--- config.mk ---
export PLATFORM = sky130hd
export DESIGN_NAME = bias_source_top
export DESIGN_NICKNAME = d
export VERILOG_FILES = /design/src/hdl/bias_src_pkg.sv /design/src/hdl/addr_stream_if.sv /design/src/hdl/strided_addr_gen.sv /design/src/hdl/mem_read_issue.sv /design/src/hdl/read_realign.sv /design/src/hdl/streamer_ctrl.sv /design/src/hdl/bias_source_top.sv
export SDC_FILE = /design/constraint.sdc
export NUM_CORES = 1
export LEC_CHECK = 0
export BUFFER_PORTS_ARGS = -buffer_cell sky130_fd_sc_hd__buf_4
export CAP_MARGIN = 15
export CORE_UTILIZATION = 40
export CTS_BUF_LIST = sky130_fd_sc_hd__clkbuf_2 sky130_fd_sc_hd__clkbuf_4 sky130_fd_sc_hd__clkbuf_8
export DETAILED_ROUTE_END_ITERATION = 12
export MAX_ROUTING_LAYER = met4
export SYNTH_ARGS = -nofsm -noshare
export SYNTH_HDL_FRONTEND = slang
export SYNTH_SLANG_ARGS = --single-unit
export TNS_END_PERCENT = 5
--- constraint.sdc ---
create_clock -name clk_i -period 10.3 [get_ports clk_i]
set_input_delay 1.03 -clock clk_i [delete_from_list [all_inputs] [get_ports clk_i]]
set_output_delay 1.03 -clock clk_i [all_outputs]
set_load 0.1 [all_outputs]
--- src/hdl/bias_src_pkg.sv ---
// bias source streamer package
`default_nettype none

package bias_src_pkg;

  localparam int unsigned ADDR_W = 32;  // byte address width
  localparam int unsigned CNT_W  = 16;  // transfer and beat counters, wrap at 2**CNT_W

  typedef logic [31:0] stream_data_t;  // output stream word
  typedef logic [63:0] mem_data_t;     // one word wider than the stream for misalignment
  typedef logic [1:0]  byte_off_t;     // byte offset within a 32-bit word

  // run control states
  typedef enum logic [1:0] {
    ST_IDLE,     // waiting for start
    ST_WORKING,  // addresses still being generated
    ST_DONE      // draining fifo and outstanding reads
  } streamer_state_e;

  // 2D strided pattern, captured on start
  typedef struct packed {
    logic [ADDR_W-1:0] base_addr;    // first byte address
    logic [CNT_W-1:0]  tot_len;      // total number of elements
    logic [CNT_W-1:0]  d0_len;       // inner length
    logic [ADDR_W-1:0] d0_stride;    // inner stride in bytes
    logic [ADDR_W-1:0] d1_stride;    // outer stride in bytes
    logic              ignore_bias;  // bias stream not used
  } pattern_cfg_t;

endpackage

`default_nettype wire

--- src/hdl/addr_stream_if.sv ---
// address stream interface
`timescale 1ns/1ns
`default_nettype none

interface addr_stream_if
  import bias_src_pkg::*;
();

  logic              valid;  // address presented
  logic              ready;  // consumer can take it
  logic [ADDR_W-1:0] addr;   // biased byte address, may be unaligned
  logic              last;   // final address of the run

  // address generator side
  modport src (output valid, output addr, output last, input ready);

  // request side
  modport dst (input valid, input addr, input last, output ready);

endinterface

`default_nettype wire

--- src/hdl/strided_addr_gen.sv ---
// biased 2D strided address generator
`timescale 1ns/1ns
`default_nettype none

module strided_addr_gen
  import bias_src_pkg::*;
(
  input  logic              clk_i,
  input  logic              rst_ni,
  input  logic              clear_i,
  input  logic              start_i,       // run start, one cycle
  input  pattern_cfg_t      cfg_i,
  input  logic              bias_valid_i,
  input  logic [ADDR_W-1:0] bias_data_i,
  output logic              bias_ready_o,
  addr_stream_if.src        addr_o
);

  pattern_cfg_t      cfg_q;        // config held for the whole run
  logic              active_q;     // generating addresses
  logic [CNT_W-1:0]  elem_cnt_q;   // elements accepted so far
  logic [CNT_W-1:0]  inner_cnt_q;  // position in the inner dimension
  logic [ADDR_W-1:0] inner_off_q;  // inner_cnt * d0_stride
  logic [ADDR_W-1:0] outer_off_q;  // outer index * d1_stride
  logic [ADDR_W-1:0] bias;
  logic              bias_ok;
  logic              accept;
  logic              inner_wrap;

  assign bias_ok    = cfg_q.ignore_bias | bias_valid_i;  // need a bias word unless ignored
  assign bias       = cfg_q.ignore_bias ? '0 : bias_data_i;
  assign inner_wrap = (inner_cnt_q == cfg_q.d0_len - CNT_W'(1));  // end of inner row

  assign addr_o.valid = active_q & bias_ok;
  assign addr_o.addr  = cfg_q.base_addr + bias + inner_off_q + outer_off_q;
  assign addr_o.last  = (elem_cnt_q == cfg_q.tot_len - CNT_W'(1));  // tot_len 0 means full wrap
  assign accept       = addr_o.valid & addr_o.ready;

  // bias word consumed together with its address
  assign bias_ready_o = active_q & ~cfg_q.ignore_bias & addr_o.ready;

  always_ff @(posedge clk_i) begin
    if (start_i) begin
      cfg_q <= cfg_i;  // sampled once per run
    end
  end

  always_ff @(posedge clk_i or negedge rst_ni) begin
    if (!rst_ni) begin
      active_q    <= 1'b0;
      elem_cnt_q  <= '0;
      inner_cnt_q <= '0;
      inner_off_q <= '0;
      outer_off_q <= '0;
    end else if (clear_i) begin
      active_q    <= 1'b0;
      elem_cnt_q  <= '0;
      inner_cnt_q <= '0;
      inner_off_q <= '0;
      outer_off_q <= '0;
    end else if (start_i) begin
      active_q    <= 1'b1;  // first address next cycle
      elem_cnt_q  <= '0;
      inner_cnt_q <= '0;
      inner_off_q <= '0;
      outer_off_q <= '0;
    end else if (accept) begin
      elem_cnt_q <= elem_cnt_q + CNT_W'(1);
      if (addr_o.last) begin
        active_q <= 1'b0;  // quiet after the final address
      end
      if (inner_wrap) begin
        inner_cnt_q <= '0;
        inner_off_q <= '0;
        outer_off_q <= outer_off_q + cfg_q.d1_stride;  // step to next row
      end else begin
        inner_cnt_q <= inner_cnt_q + CNT_W'(1);
        inner_off_q <= inner_off_q + cfg_q.d0_stride;
      end
    end
  end

  // bias input must hold too, or the stalled address would move
  a_addr_stable: assert property (@(posedge clk_i) disable iff (!rst_ni)
    addr_o.valid && !addr_o.ready && !clear_i |=> $stable(addr_o.addr));

endmodule

`default_nettype wire

--- src/hdl/mem_read_issue.sv ---
// address fifo and memory read requests
`timescale 1ns/1ns
`default_nettype none

module mem_read_issue
  import bias_src_pkg::*;
#(
  parameter int unsigned ADDR_FIFO_DEPTH = 2
)
(
  input  logic              clk_i,
  input  logic              rst_ni,
  input  logic              clear_i,       // also pulsed on run start
  addr_stream_if.dst        addr_i,
  input  logic              stream_ready_i,
  output logic              mem_req_o,
  output logic [ADDR_W-1:0] mem_addr_o,
  input  logic              mem_gnt_i,
  output byte_off_t         off_o,         // byte offset of the granted entry
  output logic              issue_o,       // request taken this cycle
  output logic              fifo_empty_o,
  output logic              last_sent_o
);

  localparam int unsigned PTR_W = (ADDR_FIFO_DEPTH > 1) ? $clog2(ADDR_FIFO_DEPTH) : 1;
  localparam int unsigned CNT_FW = $clog2(ADDR_FIFO_DEPTH + 1);

  logic [ADDR_W-1:0] fifo_q [ADDR_FIFO_DEPTH];  // address storage
  logic [PTR_W-1:0]  wr_ptr_q;
  logic [PTR_W-1:0]  rd_ptr_q;
  logic [CNT_FW-1:0] count_q;
  logic [ADDR_W-1:0] head;
  logic              push;
  logic              pop;
  logic              empty;

  assign empty        = (count_q == '0);
  assign addr_i.ready = (count_q != CNT_FW'(ADDR_FIFO_DEPTH));  // not full
  assign push         = addr_i.valid & addr_i.ready;
  assign head         = fifo_q[rd_ptr_q];

  assign mem_req_o    = ~empty & stream_ready_i;  // output back-pressure stalls requests
  assign pop          = mem_req_o & mem_gnt_i;
  assign mem_addr_o   = {head[ADDR_W-1:2], 2'b00};  // word aligned since 64-bit read covers rest
  assign off_o        = head[1:0];
  assign issue_o      = pop;
  assign fifo_empty_o = empty;

  always_ff @(posedge clk_i) begin
    if (push) begin
      fifo_q[wr_ptr_q] <= addr_i.addr;
    end
  end

  always_ff @(posedge clk_i or negedge rst_ni) begin
    if (!rst_ni) begin
      wr_ptr_q    <= '0;
      rd_ptr_q    <= '0;
      count_q     <= '0;
      last_sent_o <= 1'b0;
    end else if (clear_i) begin
      wr_ptr_q    <= '0;
      rd_ptr_q    <= '0;
      count_q     <= '0;
      last_sent_o <= 1'b0;
    end else begin
      if (push) begin
        wr_ptr_q <= (wr_ptr_q == PTR_W'(ADDR_FIFO_DEPTH - 1)) ? '0 : wr_ptr_q + PTR_W'(1);
      end
      if (pop) begin
        rd_ptr_q <= (rd_ptr_q == PTR_W'(ADDR_FIFO_DEPTH - 1)) ? '0 : rd_ptr_q + PTR_W'(1);
      end
      case ({push, pop})
        2'b10:   count_q <= count_q + CNT_FW'(1);
        2'b01:   count_q <= count_q - CNT_FW'(1);
        default: count_q <= count_q;  // both or neither
      endcase
      if (push && addr_i.last) begin
        last_sent_o <= 1'b1;  // generator finished
      end
    end
  end

  // a pending request and its address hold until grant unless the stream stalls
  a_req_hold: assert property (@(posedge clk_i) disable iff (!rst_ni || clear_i)
    mem_req_o && !mem_gnt_i |=> (mem_req_o && $stable(mem_addr_o)) || !stream_ready_i);

endmodule

`default_nettype wire

--- src/hdl/read_realign.sv ---
// offset fifo and read data realignment
`timescale 1ns/1ns
`default_nettype none

module read_realign
  import bias_src_pkg::*;
#(
  parameter int unsigned OFFSET_DEPTH = 8  // bounds reads in flight
)
(
  input  logic         clk_i,
  input  logic         rst_ni,
  input  logic         clear_i,
  input  byte_off_t    off_i,          // offset of the granted request
  input  logic         issue_i,        // request taken
  input  logic         mem_rvalid_i,
  input  mem_data_t    mem_rdata_i,
  input  logic         stream_ready_i,
  output logic         mem_rready_o,
  output logic         stream_valid_o,
  output stream_data_t stream_data_o
);

  localparam int unsigned PTR_W = (OFFSET_DEPTH > 1) ? $clog2(OFFSET_DEPTH) : 1;
  localparam int unsigned CNT_FW = $clog2(OFFSET_DEPTH + 1);

  byte_off_t         off_q [OFFSET_DEPTH];  // offsets in request order
  logic [PTR_W-1:0]  wr_ptr_q;
  logic [PTR_W-1:0]  rd_ptr_q;
  logic [CNT_FW-1:0] count_q;
  byte_off_t         head_off;
  mem_data_t         shifted;
  logic              pop;

  assign mem_rready_o   = stream_ready_i;  // memory holds data until the stream takes it
  assign stream_valid_o = mem_rvalid_i;    // no register stage
  assign head_off       = off_q[rd_ptr_q];

  // drop the leading bytes, the upper word supplies the spill-over
  assign shifted       = mem_rdata_i >> {head_off, 3'b000};
  assign stream_data_o = shifted[$bits(stream_data_t)-1:0];
  assign pop           = stream_valid_o & stream_ready_i;  // one offset per beat

  always_ff @(posedge clk_i) begin
    if (issue_i) begin
      off_q[wr_ptr_q] <= off_i;
    end
  end

  always_ff @(posedge clk_i or negedge rst_ni) begin
    if (!rst_ni) begin
      wr_ptr_q <= '0;
      rd_ptr_q <= '0;
      count_q  <= '0;
    end else if (clear_i) begin
      wr_ptr_q <= '0;
      rd_ptr_q <= '0;
      count_q  <= '0;
    end else begin
      if (issue_i) begin
        wr_ptr_q <= (wr_ptr_q == PTR_W'(OFFSET_DEPTH - 1)) ? '0 : wr_ptr_q + PTR_W'(1);
      end
      if (pop) begin
        rd_ptr_q <= (rd_ptr_q == PTR_W'(OFFSET_DEPTH - 1)) ? '0 : rd_ptr_q + PTR_W'(1);
      end
      case ({issue_i, pop})
        2'b10:   count_q <= count_q + CNT_FW'(1);
        2'b01:   count_q <= count_q - CNT_FW'(1);
        default: count_q <= count_q;
      endcase
    end
  end

  // too many reads in flight for the configured depth
  a_off_overflow: assert property (@(posedge clk_i) disable iff (!rst_ni || clear_i)
    issue_i && !pop |-> count_q != CNT_FW'(OFFSET_DEPTH));

  // memory returned data that was never requested
  a_rvalid_empty: assert property (@(posedge clk_i) disable iff (!rst_ni || clear_i)
    mem_rvalid_i |-> count_q != '0);

endmodule

`default_nettype wire

--- src/hdl/streamer_ctrl.sv ---
// streamer run control
`timescale 1ns/1ns
`default_nettype none

module streamer_ctrl
  import bias_src_pkg::*;
(
  input  logic             clk_i,
  input  logic             rst_ni,
  input  logic             clear_i,
  input  logic             start_i,
  input  logic [CNT_W-1:0] tot_len_i,
  input  logic             last_sent_i,   // final address pushed to the fifo
  input  logic             fifo_empty_i,  // every address requested
  input  logic             beat_i,        // stream handshake
  output logic             ready_start_o,
  output logic             done_o,
  output logic             run_start_o
);

  streamer_state_e  cs;
  streamer_state_e  ns;
  logic [CNT_W-1:0] beat_cnt_q;  // beats sent this run

  always_comb begin
    ns            = cs;
    ready_start_o = 1'b0;
    done_o        = 1'b0;
    run_start_o   = 1'b0;
    case (cs)
      ST_IDLE: begin
        ready_start_o = 1'b1;
        if (start_i) begin
          run_start_o = 1'b1;
          ns          = ST_WORKING;
        end
      end
      ST_WORKING: begin
        if (last_sent_i) ns = ST_DONE;  // address side finished
      end
      ST_DONE: begin
        if (fifo_empty_i && (beat_cnt_q == tot_len_i)) begin
          done_o = 1'b1;  // all beats out
          ns     = ST_IDLE;
        end
      end
      default: ns = ST_IDLE;
    endcase
  end

  always_ff @(posedge clk_i or negedge rst_ni) begin
    if (!rst_ni) begin
      cs         <= ST_IDLE;
      beat_cnt_q <= '0;
    end else if (clear_i) begin
      cs         <= ST_IDLE;
      beat_cnt_q <= '0;
    end else begin
      cs <= ns;
      if (done_o) beat_cnt_q <= '0;  // ready for the next run
      else if (beat_i) beat_cnt_q <= beat_cnt_q + CNT_W'(1);
    end
  end

endmodule

`default_nettype wire

--- src/hdl/bias_source_top.sv ---
// biased source streamer top
`timescale 1ns/1ns
`default_nettype none

module bias_source_top
  import bias_src_pkg::*;
#(
  parameter int unsigned OFFSET_DEPTH    = 8,  // >= reads in flight, grant to rvalid
  parameter int unsigned ADDR_FIFO_DEPTH = 2
)
(
  input  logic              clk_i,
  input  logic              rst_ni,
  input  logic              clear_i,
  input  logic              start_i,
  input  pattern_cfg_t      cfg_i,
  output logic              ready_start_o,
  output logic              done_o,
  input  logic              bias_valid_i,
  output logic              bias_ready_o,
  input  logic [ADDR_W-1:0] bias_data_i,
  output logic              mem_req_o,
  output logic [ADDR_W-1:0] mem_addr_o,
  input  logic              mem_gnt_i,
  input  logic              mem_rvalid_i,
  input  mem_data_t         mem_rdata_i,
  output logic              mem_rready_o,
  output logic              stream_valid_o,
  output stream_data_t      stream_data_o,
  input  logic              stream_ready_i
);

  logic      run_start;  // start accepted in idle
  logic      issue_clr;  // clear or new run
  logic      issue;
  byte_off_t off;
  logic      fifo_empty;
  logic      last_sent;
  logic      beat;

  addr_stream_if addr_if ();

  assign issue_clr = clear_i | run_start;
  assign beat      = stream_valid_o & stream_ready_i;

  strided_addr_gen i_addr_gen (
    .clk_i(clk_i), .rst_ni(rst_ni), .clear_i(clear_i),
    .start_i(run_start), .cfg_i(cfg_i),
    .bias_valid_i(bias_valid_i), .bias_data_i(bias_data_i), .bias_ready_o(bias_ready_o),
    .addr_o(addr_if.src)
  );

  mem_read_issue #(.ADDR_FIFO_DEPTH(ADDR_FIFO_DEPTH)) i_issue (
    .clk_i(clk_i), .rst_ni(rst_ni), .clear_i(issue_clr),
    .addr_i(addr_if.dst), .stream_ready_i(stream_ready_i),
    .mem_req_o(mem_req_o), .mem_addr_o(mem_addr_o), .mem_gnt_i(mem_gnt_i),
    .off_o(off), .issue_o(issue), .fifo_empty_o(fifo_empty), .last_sent_o(last_sent)
  );

  read_realign #(.OFFSET_DEPTH(OFFSET_DEPTH)) i_realign (
    .clk_i(clk_i), .rst_ni(rst_ni), .clear_i(clear_i),
    .off_i(off), .issue_i(issue),
    .mem_rvalid_i(mem_rvalid_i), .mem_rdata_i(mem_rdata_i), .stream_ready_i(stream_ready_i),
    .mem_rready_o(mem_rready_o), .stream_valid_o(stream_valid_o), .stream_data_o(stream_data_o)
  );

  streamer_ctrl i_ctrl (
    .clk_i(clk_i), .rst_ni(rst_ni), .clear_i(clear_i),
    .start_i(start_i), .tot_len_i(cfg_i.tot_len),
    .last_sent_i(last_sent), .fifo_empty_i(fifo_empty), .beat_i(beat),
    .ready_start_o(ready_start_o), .done_o(done_o), .run_start_o(run_start)
  );

endmodule

`default_nettype wire

Word level (Yosys, flattened, before mapping)
Memory sizes are Yosys's and may differ from the RTL's.
Cells that the tools add are included.
- register bits after elaboration: 255
- latch bits: 0
- bits in writable memories: 80
- ROM bits: 0
- input port bits: 233
- word-level logic and storage cells: 132
- memories kept: 2
- memory list (memory ; words ; bits a word ; rd ports ; clocked after Yosys merged registers in ; write ports ; line ; text):
    i_issue.fifo_q ; 2 ; 32 ; 1 ; 0 ; 1 ; mem_read_issue.sv:28 ; logic [ADDR_W-1:0] fifo_q [ADDR_FIFO_DEPTH];
    i_realign.off_q ; 8 ; 2 ; 1 ; 0 ; 1 ; read_realign.sv:27 ; byte_off_t off_q [OFFSET_DEPTH];
- add/subtract/negate cells: 16
- multiply operators: 0
- div/mod/pow operators: 0
- magnitude comparators: 0
- eq/ne operators: 13
- shift operators: 1
- muxes and demuxes: 53
- bitwise operators: 11
- reduce and logical (&&, ||, !) cells: 17
- operator list (operator ; count):
    $mux W32 ; 9
    $add A32 B32 Y32 ; 5
    $mux W16 ; 10
    $shr A64 B5 Y32 ; 1
    $add A16 B1 Y16 const B ; 3
    $eq A16 B16 Y1 ; 3
    $sub A16 B1 Y16 const B ; 2
    $mux W1 ; 21
    $mux W3 ; 6
    $reduce_bool A3 Y1 ; 5
    $mux W2 ; 5
    $reduce_bool A2 Y1 ; 5
    $and A1 B1 Y1 ; 7
    $add A3 B1 Y3 const B ; 2
    $eq A3 B3 Y1 const B ; 2
    $ne A3 B3 Y1 const B ; 2
    $pmux W2 S3 ; 1
    $eq A2 B1 Y1 const B ; 2
    $eq A2 B2 Y1 const B ; 2
    $logic_not A2 Y1 ; 2
    $pmux W2 S2 ; 1
    $reduce_and A2 Y1 ; 2
    $ne A3 B2 Y1 const B ; 1
    $reduce_and A3 Y1 ; 1
    other kinds (7) ; 11

Longest topological paths before layout
Gate-level depths: netlist of the first run.
- word-level depth: 7
- depth in mapped cells: 18
- depth with buffers taken out: 17

By module
From an unflattened synthesis of the first run, not the netlist that was laid out.
- cells, all modules: 1930
- area, all modules: 20791.2 um^2
- modules (own cells, without submodules) (module ; times used ; cells an instance ; area each (um^2) ; seq. area each (um^2)):
    strided_addr_gen ; 1 ; 1538 ; 15268.4 ; 6301.0
    mem_read_issue ; 1 ; 135 ; 2616.3 ; 2047.0
    read_realign ; 1 ; 145 ; 1816.7 ; 630.6
    streamer_ctrl ; 1 ; 110 ; 1077.3 ; 450.4
    bias_source_top ; 1 ; 2 ; 12.5 ; 0.0

Worst setup path after synthesis of the first run
OpenSTA, ideal clock, no wires.
- path kind: reg-to-reg
- start point: register i_ctrl.cs[0]
- end point: register i_addr_gen.inner_cnt_q[10]
- library setup time: 0.132 ns
- data arrival time: 5.954 ns
- data required time: 10.168 ns
- path slack: 4.215 ns
- cell stages (with the launch flop): 11
- path buffers: 0
- clock period less this slack: 6.085 ns
- path through: dfrtp_1 -> nor2_1 -> nand2_1 -> inv_1 -> nor2_1 -> nand2_1 -> nand2_1 -> nor2_1 -> nand3_1 -> xor2_1 -> nor2_1
- cells in the longest elaborated chain, start to end: 4
- RTL lines (item ; line ; text):
    start, declared ; streamer_ctrl.sv:21 ; streamer_state_e cs;
    start signal, assigned ; streamer_ctrl.sv:59 ; cs <= ns;
    $logic_not A2 Y1 (*) ; streamer_ctrl.sv:30 ; case (cs)
    $mux W1 (*) ; streamer_ctrl.sv:30 ;
    named net i_addr_gen.start_i ; strided_addr_gen.sv:11 ; input logic start_i,
    $mux W16 ; strided_addr_gen.sv:61 ; end else if (start_i) begin
    $mux W16 ; strided_addr_gen.sv:55 ; end else if (clear_i) begin
    end signal, assigned ; strided_addr_gen.sv:77 ; inner_cnt_q <= inner_cnt_q + CNT_W'(1);
    end, declared ; strided_addr_gen.sv:22 ; logic [CNT_W-1:0] inner_cnt_q;
Mark *: on every way through the listed nets, which the timed path passes. The rest lies on a longest branch.
A chain may end at the register's enable or synchronous reset.

Worst setup path after layout of the first run
- start point: register i_addr_gen.cfg_q[0] in the netlist's numbering
- end point: memory i_issue.fifo_q[0][29] (data pin)
- cells in the longest elaborated chain, start to end: 4
- RTL lines (item ; line ; text):
    start, declared ; strided_addr_gen.sv:19 ; pattern_cfg_t cfg_q;
    start signal, assigned ; strided_addr_gen.sv:44 ; cfg_q <= cfg_i;
    $mux W32 ; strided_addr_gen.sv:31 ; assign bias = cfg_q.ignore_bias ? '0 : bias_data_i;
    $add A32 B32 Y32 (3 in series) ; strided_addr_gen.sv:35 ; assign addr_o.addr = cfg_q.base_addr + bias + inner_off_q + outer_off_q;
    named net addr_if.addr[29] ; addr_stream_if.sv:11 ; logic [ADDR_W-1:0] addr;
    end, declared ; mem_read_issue.sv:28 ;
The timed path passes the listed nets, and every way through them passes these cells.

==> out/results.md, run 1 <==
## Critical path
* Worst Path Arrival: 5.60 ns
* worst reg2reg setup slack: 5.09 ns
* Worst Setup End Kind: register
* Cell Chain, Critical Path: buf_4 -> nand2b_1 -> fa_1 -> inv_1 -> fa_1 -> ha_1 -> inv_1 -> fa_1 -> nor2b_1 -> o31a_1 -> o21ai_1 -> o31ai_1 -> a2111oi_1 -> o31ai_1 -> or4_1 -> a31o_1 -> a21oi_1 -> xnor2_1
* crit-path max FO: 34
* required time at the endpoint of the critical path: 10.69 ns
* Critical R2R Capture: i_issue.fifo_q[0][29]$_DFFE_PP_
* crit-path max cell delay: 0.56 ns
* critical path launch point type: register
* logic depth of the worst register-to-register path: 18
* beginning of the worst register-to-register path: i_addr_gen.cfg_q[0]$_DFFE_PP_
* Slowest cell on crit path: a2111oi_1
* cell with the most instances on the worst path: fa_1
* startpoint-to-endpoint class of the critical path: reg2reg

## Pwr
* internal power component: 2470 uW
* total power after layout: 3580 uW
* portion of total power attributed to the clock network: 34.4%
* P_leak: 0.0108 uW
* switching power share of the total: 31.2%
* Psw: 1120 uW
* fraction of power consumed by sequential logic: 43.2%
* share of power burned in combinational logic: 22.4%
* Cell Pwr Density: 145 mW/mm^2
* maximum resistive drop on vdd: 0.0817 mV

## Drt
* detailed-route via count: 15000
* DRC violation total after the first TritonRoute iteration: 949
* DRT Wirelength: 52.6 mm
* drt pass-1 iters: 5
* drt wl/cell: 17.9 um
* antenna-violating nets left: 0
* per-cell via count in the routed design: 5.09
* drc violations: 0

## STA
* count of final setup violators: 0
* Least-Margin Pin Slew: 0.905 ns
* final max-slew violation count: 0
* post-route clock skew: 0.0300 ns
* highest attainable clock frequency: 0.192 GHz
* share of the clock period used by the worst path: 50.6%
* least setup slack across all paths after layout: 5.09 ns
* setup TNS: 0 ns
* headroom to the max-slew limit: 39.5%
* Final min period: 5.21 ns
* RSZ-0062 raised after global routing: false
* Final Hold Viols: 0

## Logic synthesis
* dominant register cell in the synthesized netlist: edfxtp_1
* library cell occupying the most area in the post-synthesis netlist: edfxtp_1
* commonest cells in the netlist: edfxtp_1, inv_1, nor2_1
* proportion of synthesized chip area in sequential cells: 45.2%
* flop and latch count out of synthesis: 335
* library cell with the highest instance count after synthesis: edfxtp_1
* number of synthesized flops with an enable pin: 209
* number of distinct library cells after synthesis: 73
* asr flop ratio synth: 37.6%
* mapped cell area: 0.0208 sq mm
* post-synthesis instance total: 1939
* Avg Inst Size Synth: 10.7 sq um
* leading cell types by total area after synthesis: edfxtp_1, dfrtp_1, ha_1
* area share of the largest cell type after synthesis: 30.1%
* Yosys warning count: 0

## Clocking
* root buffer selected by CTS: clkbuf_8
* number of H-tree levels: 2
* clock insertion delay at the later pin of the skew report: 0.64 ns
* number of buffers added to fix hold violations after cts: 0
* total CTS buffers: 57
* CTS tree: yes
* sinks on the clock net: 335
* clock tree buffer depth: 3
* post-cts sizing count: 0
* post-CTS repair timing setup buffer count: 0
* clock slew at reported path FFs: 0.07 ns

## Global route
* initial antenna violation count: 5
* global-route congestion overflow total: 0
* largest net degree at the start of global routing: 60
* number of global-route vias before repair: 14800
* first-pass GRT wire length: 81.1 mm
* aggregate global-route resource usage: 20.2%

## Cells and area
* post-route core utilization: 48.1%
* flip-flop and latch area: 0.00943 sq mm
* Cell Count, Final, Fillers Out: 2948
* area used by multi-input combinational logic: 0.0104 sq mm
* number of nets in the layout: 2614
* fraction of final layout cells sized beyond drive strength 1: 20.5%
* signed area change from the synthesized netlist to the final layout: 18.7%
* FILL cells: 4752

## Min path
* min-delay worst type: in2async

## Flow run
* max cap viols: 0

## Die
* full die area: 0.0530 sq mm
* Die Y: 230 um
* count of standard-cell rows: 83
* total I/O pin count: 303
* CORE AREA: 0.0514 sq mm
* Die Wd: 230 um
* Initial Utilization: 40.5%

## Place
* half-perimeter wire length after detailed placement: 40.9 mm
* count of buffers inserted at the top-level ports: 292
* worst slack at placement: 4.67 ns
* number of cells in the design after placement: 2835
* routability congestion estimate from global placement: 0.922

## Status
* status: finished, final reports clean

## through the flow
stage	hold slack (ns)	cell area (sq um)
after floorplan	0.462	20800
after global routing	0.309	24700
after global placement	0.490	23600
after CTS	0.291	24700
final	0.320	24800
after detailed placement	0.502	23600
## power groups by stage
stage / Clock, uW / Combinational (uW) / Sequential, uW
3_5_place_dp: 0 / 802 / 1580
4_1_cts: 1270 / 806 / 1550
2_1_floorplan: 0 / 586 / 1570
5_1_grt: 1330 / 865 / 1550
3_3_place_gp: 0 / 789 / 1570
6_report: 1230 / 802 / 1550
## metal layers
| metal | GRT usage, % | vias to the layer above | wire length, um |
|---|---|---|---|
| met5 | - | - | 0 |
| met4 | 6.95 | 0 | 1610 |
| met3 | 3.25 | 101 | 2340 |
| met2 | 31.2 | 392 | 23800 |
| met1 | 27.0 | 7162 | 24900 |
| li1 | - | 7358 | - |
## cell usage in the layout, fill, tap and decap left out, drive strengths merged, types with 43 or more instances in the layout
cell    synthesis  final
edfxtp        209    209
nor2          162    162
a21o           54     54
xnor2         100    100
xor2           90     90
fa             64     64
buf            39    308
nand2b         43     43
inv           163    164
o21ai          82     82
ha            103    103
mux2i          69     69
a21oi         112    112
clkbuf         54     85
nand2         116    116
dfrtp         126    126
## state kept, by name, indices dropped and copies added (netlist names)
register,flops
i_addr_gen.inner_cnt_q,16
i_ctrl.cs,2
i_issue.last_sent_o,1
i_realign.off_q,16
i_issue.rd_ptr_q,1
i_realign.wr_ptr_q,3
i_addr_gen.elem_cnt_q,16
i_issue.wr_ptr_q,1
i_addr_gen.active_q,1
i_addr_gen.outer_off_q,32
i_addr_gen.cfg_q,129
i_realign.rd_ptr_q,3
i_issue.count_q,2
i_issue.fifo_q,64
i_ctrl.beat_cnt_q,16
i_addr_gen.inner_off_q,32
## logic make-up (layout without fill, tap and decap cells)
logic type / count (synthesis) / in the layout / share of synthesized area [%]
AND/OR/NAND/NOR: 509 / 509 / 12.1
AO/OA/AOI/OAI: 375 / 375 / 11.6
flip-flops: 335 / 335 / 45.2
buffers and inverters: 256 / 578 / 5.28
XOR/XNOR: 190 / 190 / 7.98
adder cells (fa/ha/maj): 167 / 167 / 12.3
multiplexers: 106 / 106 / 5.53
other: 1 / 8 / 0.0180
## worst max-delay path by stage
stage	from	slack [ns]	endpoint
global route	i_addr_gen.cfg_q[0]$_DFFE_PP_	4.80	i_issue.fifo_q[0][29]$_DFFE_PP_
CTS	i_addr_gen.cfg_q[0]$_DFFE_PP_	5.04	i_issue.fifo_q[0][29]$_DFFE_PP_
global placement	bias_data_i[0]	4.74	i_issue.fifo_q[0][29]$_DFFE_PP_
finish	i_addr_gen.cfg_q[0]$_DFFE_PP_	5.09	i_issue.fifo_q[0][29]$_DFFE_PP_
detailed placement	bias_data_i[0]	4.67	i_issue.fifo_q[1][29]$_DFFE_PP_
floorplan	i_ctrl.cs[0]$_DFFE_PN0P_	4.21	i_addr_gen.inner_cnt_q[10]$_DFFE_PN0P_
## cell type report
class | instances | share of cell area [%]
Timing Repair Buffer | 308 | 9.34
Clock buffer | 85 | 4.22
Antenna cell | 6 | 0.0607
Multi-Input combinational cell | 1349 | 41.8
Sequential cell | 335 | 38.1
Tap cell | 680 | 3.44
Inverter | 163 | 2.48
Clock inverter | 22 | 0.526
## critical path, delay by kind of cell, from the launching register on
kind	cells	cell delay [ns]
AO/OA/AOI/OAI	7	1.94
AND/OR/NAND/NOR	3	0.74
flip-flops	1	0.37
buffers and inverters	3	0.40
XOR/XNOR	1	0.10
adder cells (fa/ha/maj)	4	1.39
Power figures use the tool's default switching activity.
==> run 2, diff against run 1 <==
Clock period 10.3 ns to 4.75 ns, I/O delays scaled along.
==> run 2 against run 1 <==
Net effect: flip-flop and latch count is the same; clock power is 130% higher; combinational power is 130% higher; core utilization is 3.0 points higher; global-route usage grew 0.77 points.
==> out/results.md, run 2 (same netlist as run 1, synthesis figures left out) <==
## Status
* status: finished, final reports clean, unchanged

## Global route
* largest net degree at the start of global routing: 80, was 60
* aggregate global-route resource usage: 21.0%, was 20.2%
* initial antenna violation count: 4, was 5
* global-route congestion overflow total: 0, unchanged
* number of global-route vias before repair: 15700, was 14800
* first-pass GRT wire length: 84.6 mm, was 81.1 mm

## Place
* count of buffers inserted at the top-level ports: 292, unchanged
* Cell Area, Placed: 0.0237 sq mm, was 0.0236 sq mm
* routability congestion estimate from global placement: 0.948, was 0.922
* half-perimeter wire length after detailed placement: 41.2 mm, was 40.9 mm

## Cells and area
* leading cell type in the layout, fill and taps excluded: buf_4, unchanged
* fraction of final layout cells sized beyond drive strength 1: 20.4%, was 20.5%
* post-route core utilization: 51.1%, was 48.1%
* FILL cells: 4586, was 4752
* signed area change from the synthesized netlist to the final layout: 26.0%, was 18.7%
* top library cells by usage in the layout, fill and taps aside: buf_4, edfxtp_1, inv_1, unchanged
* largest reg by FF count: i_addr_gen.cfg_q, unchanged
* number of flip-flops under the largest register name: 129, unchanged
* number of nets in the layout: 2757, was 2614
* final instance area: 0.0263 sq mm, was 0.0248 sq mm
* registers with the most flip-flops: i_addr_gen.cfg_q x129, i_issue.fifo_q x64, unchanged

## Min path
* min-delay worst type: in2reg, was in2async
* startpoint of the most critical hold path: cfg_i[0]
* worst hold path stage count: 1

## Critical path
* beginning of the worst register-to-register path: i_addr_gen.cfg_q[0]$_DFFE_PP_, unchanged
* logic depth of the worst register-to-register path: 18, unchanged
* Worst Path Arrival: 4.96 ns, was 5.60 ns
* critical path launch point type: register, unchanged
* crit-path max FO: 22, was 34
* Critical Path Start: i_addr_gen.cfg_q[0]$_DFFE_PP_, unchanged
* Worst Setup End Kind: register, unchanged
* required time at the endpoint of the critical path: 5.14 ns, was 10.69 ns
* startpoint-to-endpoint class of the critical path: reg2reg, unchanged

## Drt
* per-cell via count in the routed design: 5.03, was 5.09
* drc violations: 0, unchanged
* detailed-route via count: 15500, was 15000
* DRT Wirelength: 54.1 mm, was 52.6 mm
* DRC violation total after the first TritonRoute iteration: 923, was 949
* drt pass-1 iters: 5, unchanged
* drt wl/cell: 17.5 um, was 17.9 um
* antenna-violating nets left: 0, unchanged

## Die
* CORE AREA: 0.0514 sq mm, unchanged
* count of standard-cell rows: 83, unchanged
* Initial Utilization: 40.5%, unchanged
* Die Wd: 230 um, unchanged
* Die Y: 230 um, unchanged
* full die area: 0.0530 sq mm, unchanged
* total I/O pin count: 303, unchanged

## Pwr
* switching power share of the total: 30.4%, was 31.2%
* P_leak: 0.0114 uW, was 0.0108 uW
* share of power burned in combinational logic: 23.0%, was 22.4%
* Psw: 2450 uW, was 1120 uW
* maximum resistive drop on vdd: 0.236 mV, was 0.0817 mV
* Cell Pwr Density: 307 mW/mm^2, was 145 mW/mm^2
* internal power component: 5600 uW, was 2470 uW
* fraction of power consumed by sequential logic: 41.8%, was 43.2%
* portion of total power attributed to the clock network: 35.2%, was 34.4%

## STA
* highest attainable clock frequency: 0.219 GHz, was 0.192 GHz
* count of final setup violators: 0, unchanged
* post-route clock skew: 0.0158 ns, was 0.0300 ns
* share of the clock period used by the worst path: 96.2%, was 50.6%
* Final Hold Viols: 0, unchanged
* Least-Margin Pin Slew: 1.09 ns, was 0.905 ns
* Final min period: 4.57 ns, was 5.21 ns
* final max-slew violation count: 0, unchanged
* headroom to the max-slew limit: 27.2%, was 39.5%
* RSZ-0062 raised after global routing: true, was false

## Flow run
* max cap viols: 0, unchanged

## Clocking
* clock insertion delay at the later pin of the skew report: 0.65 ns, was 0.64 ns
* CTS tree: yes, unchanged
* clock tree buffer depth: 3, unchanged
* sinks on the clock net: 335, unchanged
* clock slew at reported path FFs: 0.06 ns, was 0.07 ns
* total CTS buffers: 58, was 57
* root buffer selected by CTS: clkbuf_8, unchanged
* number of H-tree levels: 2, unchanged

run 2: cell types whose count changed in the layout (fill, tap and decap cells not counted), moves of 3 or more:
cell	change
a21oi_1	-3
a21oi_2	+3
buf_4	+13
clkbuf_8	+3
clkinv_1	-5
dlygate4sd3_1	+129
run 2: power groups by stage:
stage	Combinational (uW)	Sequential [uW]	Clock (uW)
global route	2000	3370	3050
floorplan	1270	3400	0
detailed placement	1760	3420	0
global placement	1730	3420	0
CTS	1850	3360	2930
finish	1850	3360	2840
run 2: layer usage:
layer,vias up,GRT usage [%],part of all wire [%]
met3,96,3.34,5.0
li1,7645,-,-
met1,7370,27.0,45
met5,-,-,0
met4,0,7.70,3.3
met2,431,33.3,46
run 2: metrics by stage:
stage,hold slack (ns),setup TNS (ns),worst slack (ns),instances,total power (uW)
finish,0.0941,0,0.179,3091,8050
global route,0.0357,-0.0294,-0.0202,3090,8420
CTS,0.0341,0,0.0141,3086,8150
detailed placement,0.511,-0.0725,-0.0363,2848,5180
global placement,0.501,0,0.0519,2848,5140
floorplan,0.179,0,0.0219,1940,4670
run 2: area by class of cell:
cell class / instances / area (sq um) / share of cell area (%)
multi-input combinational: 1349 / 10400 / 39.5
sequential: 335 / 9430 / 35.9
timing repair buffer: 450 / 3700 / 14.1
clock buffer: 89 / 1090 / 4.16
tap: 680 / 851 / 3.24
inverter: 163 / 616 / 2.34
clock inverter: 20 / 178 / 0.676
antenna: 5 / 12.5 / 0.0476
run 2: path summary, 6_finish.rpt:
| kind | slack [ns] | to |
|---|---|---|
| worst max-delay path | 0.18 | i_issue.fifo_q[1][29]$_DFFE_PP_ |
| worst min-delay path | 0.09 | i_addr_gen.cfg_q[0]$_DFFE_PP_ |
| worst max register to register | 0.18 | i_issue.fifo_q[1][29]$_DFFE_PP_ |
| worst min register to register | 0.52 | i_ctrl.cs[0]$_DFFE_PN0P_ |
| max in group asynchronous | 3.28 | i_addr_gen.inner_off_q[6]$_DFFE_PN0P_ |
| min in group asynchronous | 0.48 | i_ctrl.beat_cnt_q[11]$_DFFE_PN0P_ |
run 2: critical path, stage by stage, from the launching register on:
cell and delay [ns]:
edfxtp_1 0.36, buf_4 0.18, buf_4 0.21, nand2b_1 0.18
fa_1 0.46, fa_1 0.50, inv_1 0.04, ha_1 0.29
a21oi_2 0.15, o21ai_1 0.11, a31oi_1 0.22, o31ai_2 0.12
a2111oi_2 0.30, buf_4 0.18, o31ai_1 0.08, or4_1 0.45
a31o_1 0.25, a21oi_2 0.14, xnor2_1 0.09
run 2: timing repair:
action                                 4_1_cts  5_1_grt
resized for setup                            1        8
pin swaps                                    0        3
setup endpoints to repair                    2        6
setup buffers                                0        0
gates cloned                                 0        0
hold buffers                               129        0
endpoints found under the hold margin      190        0
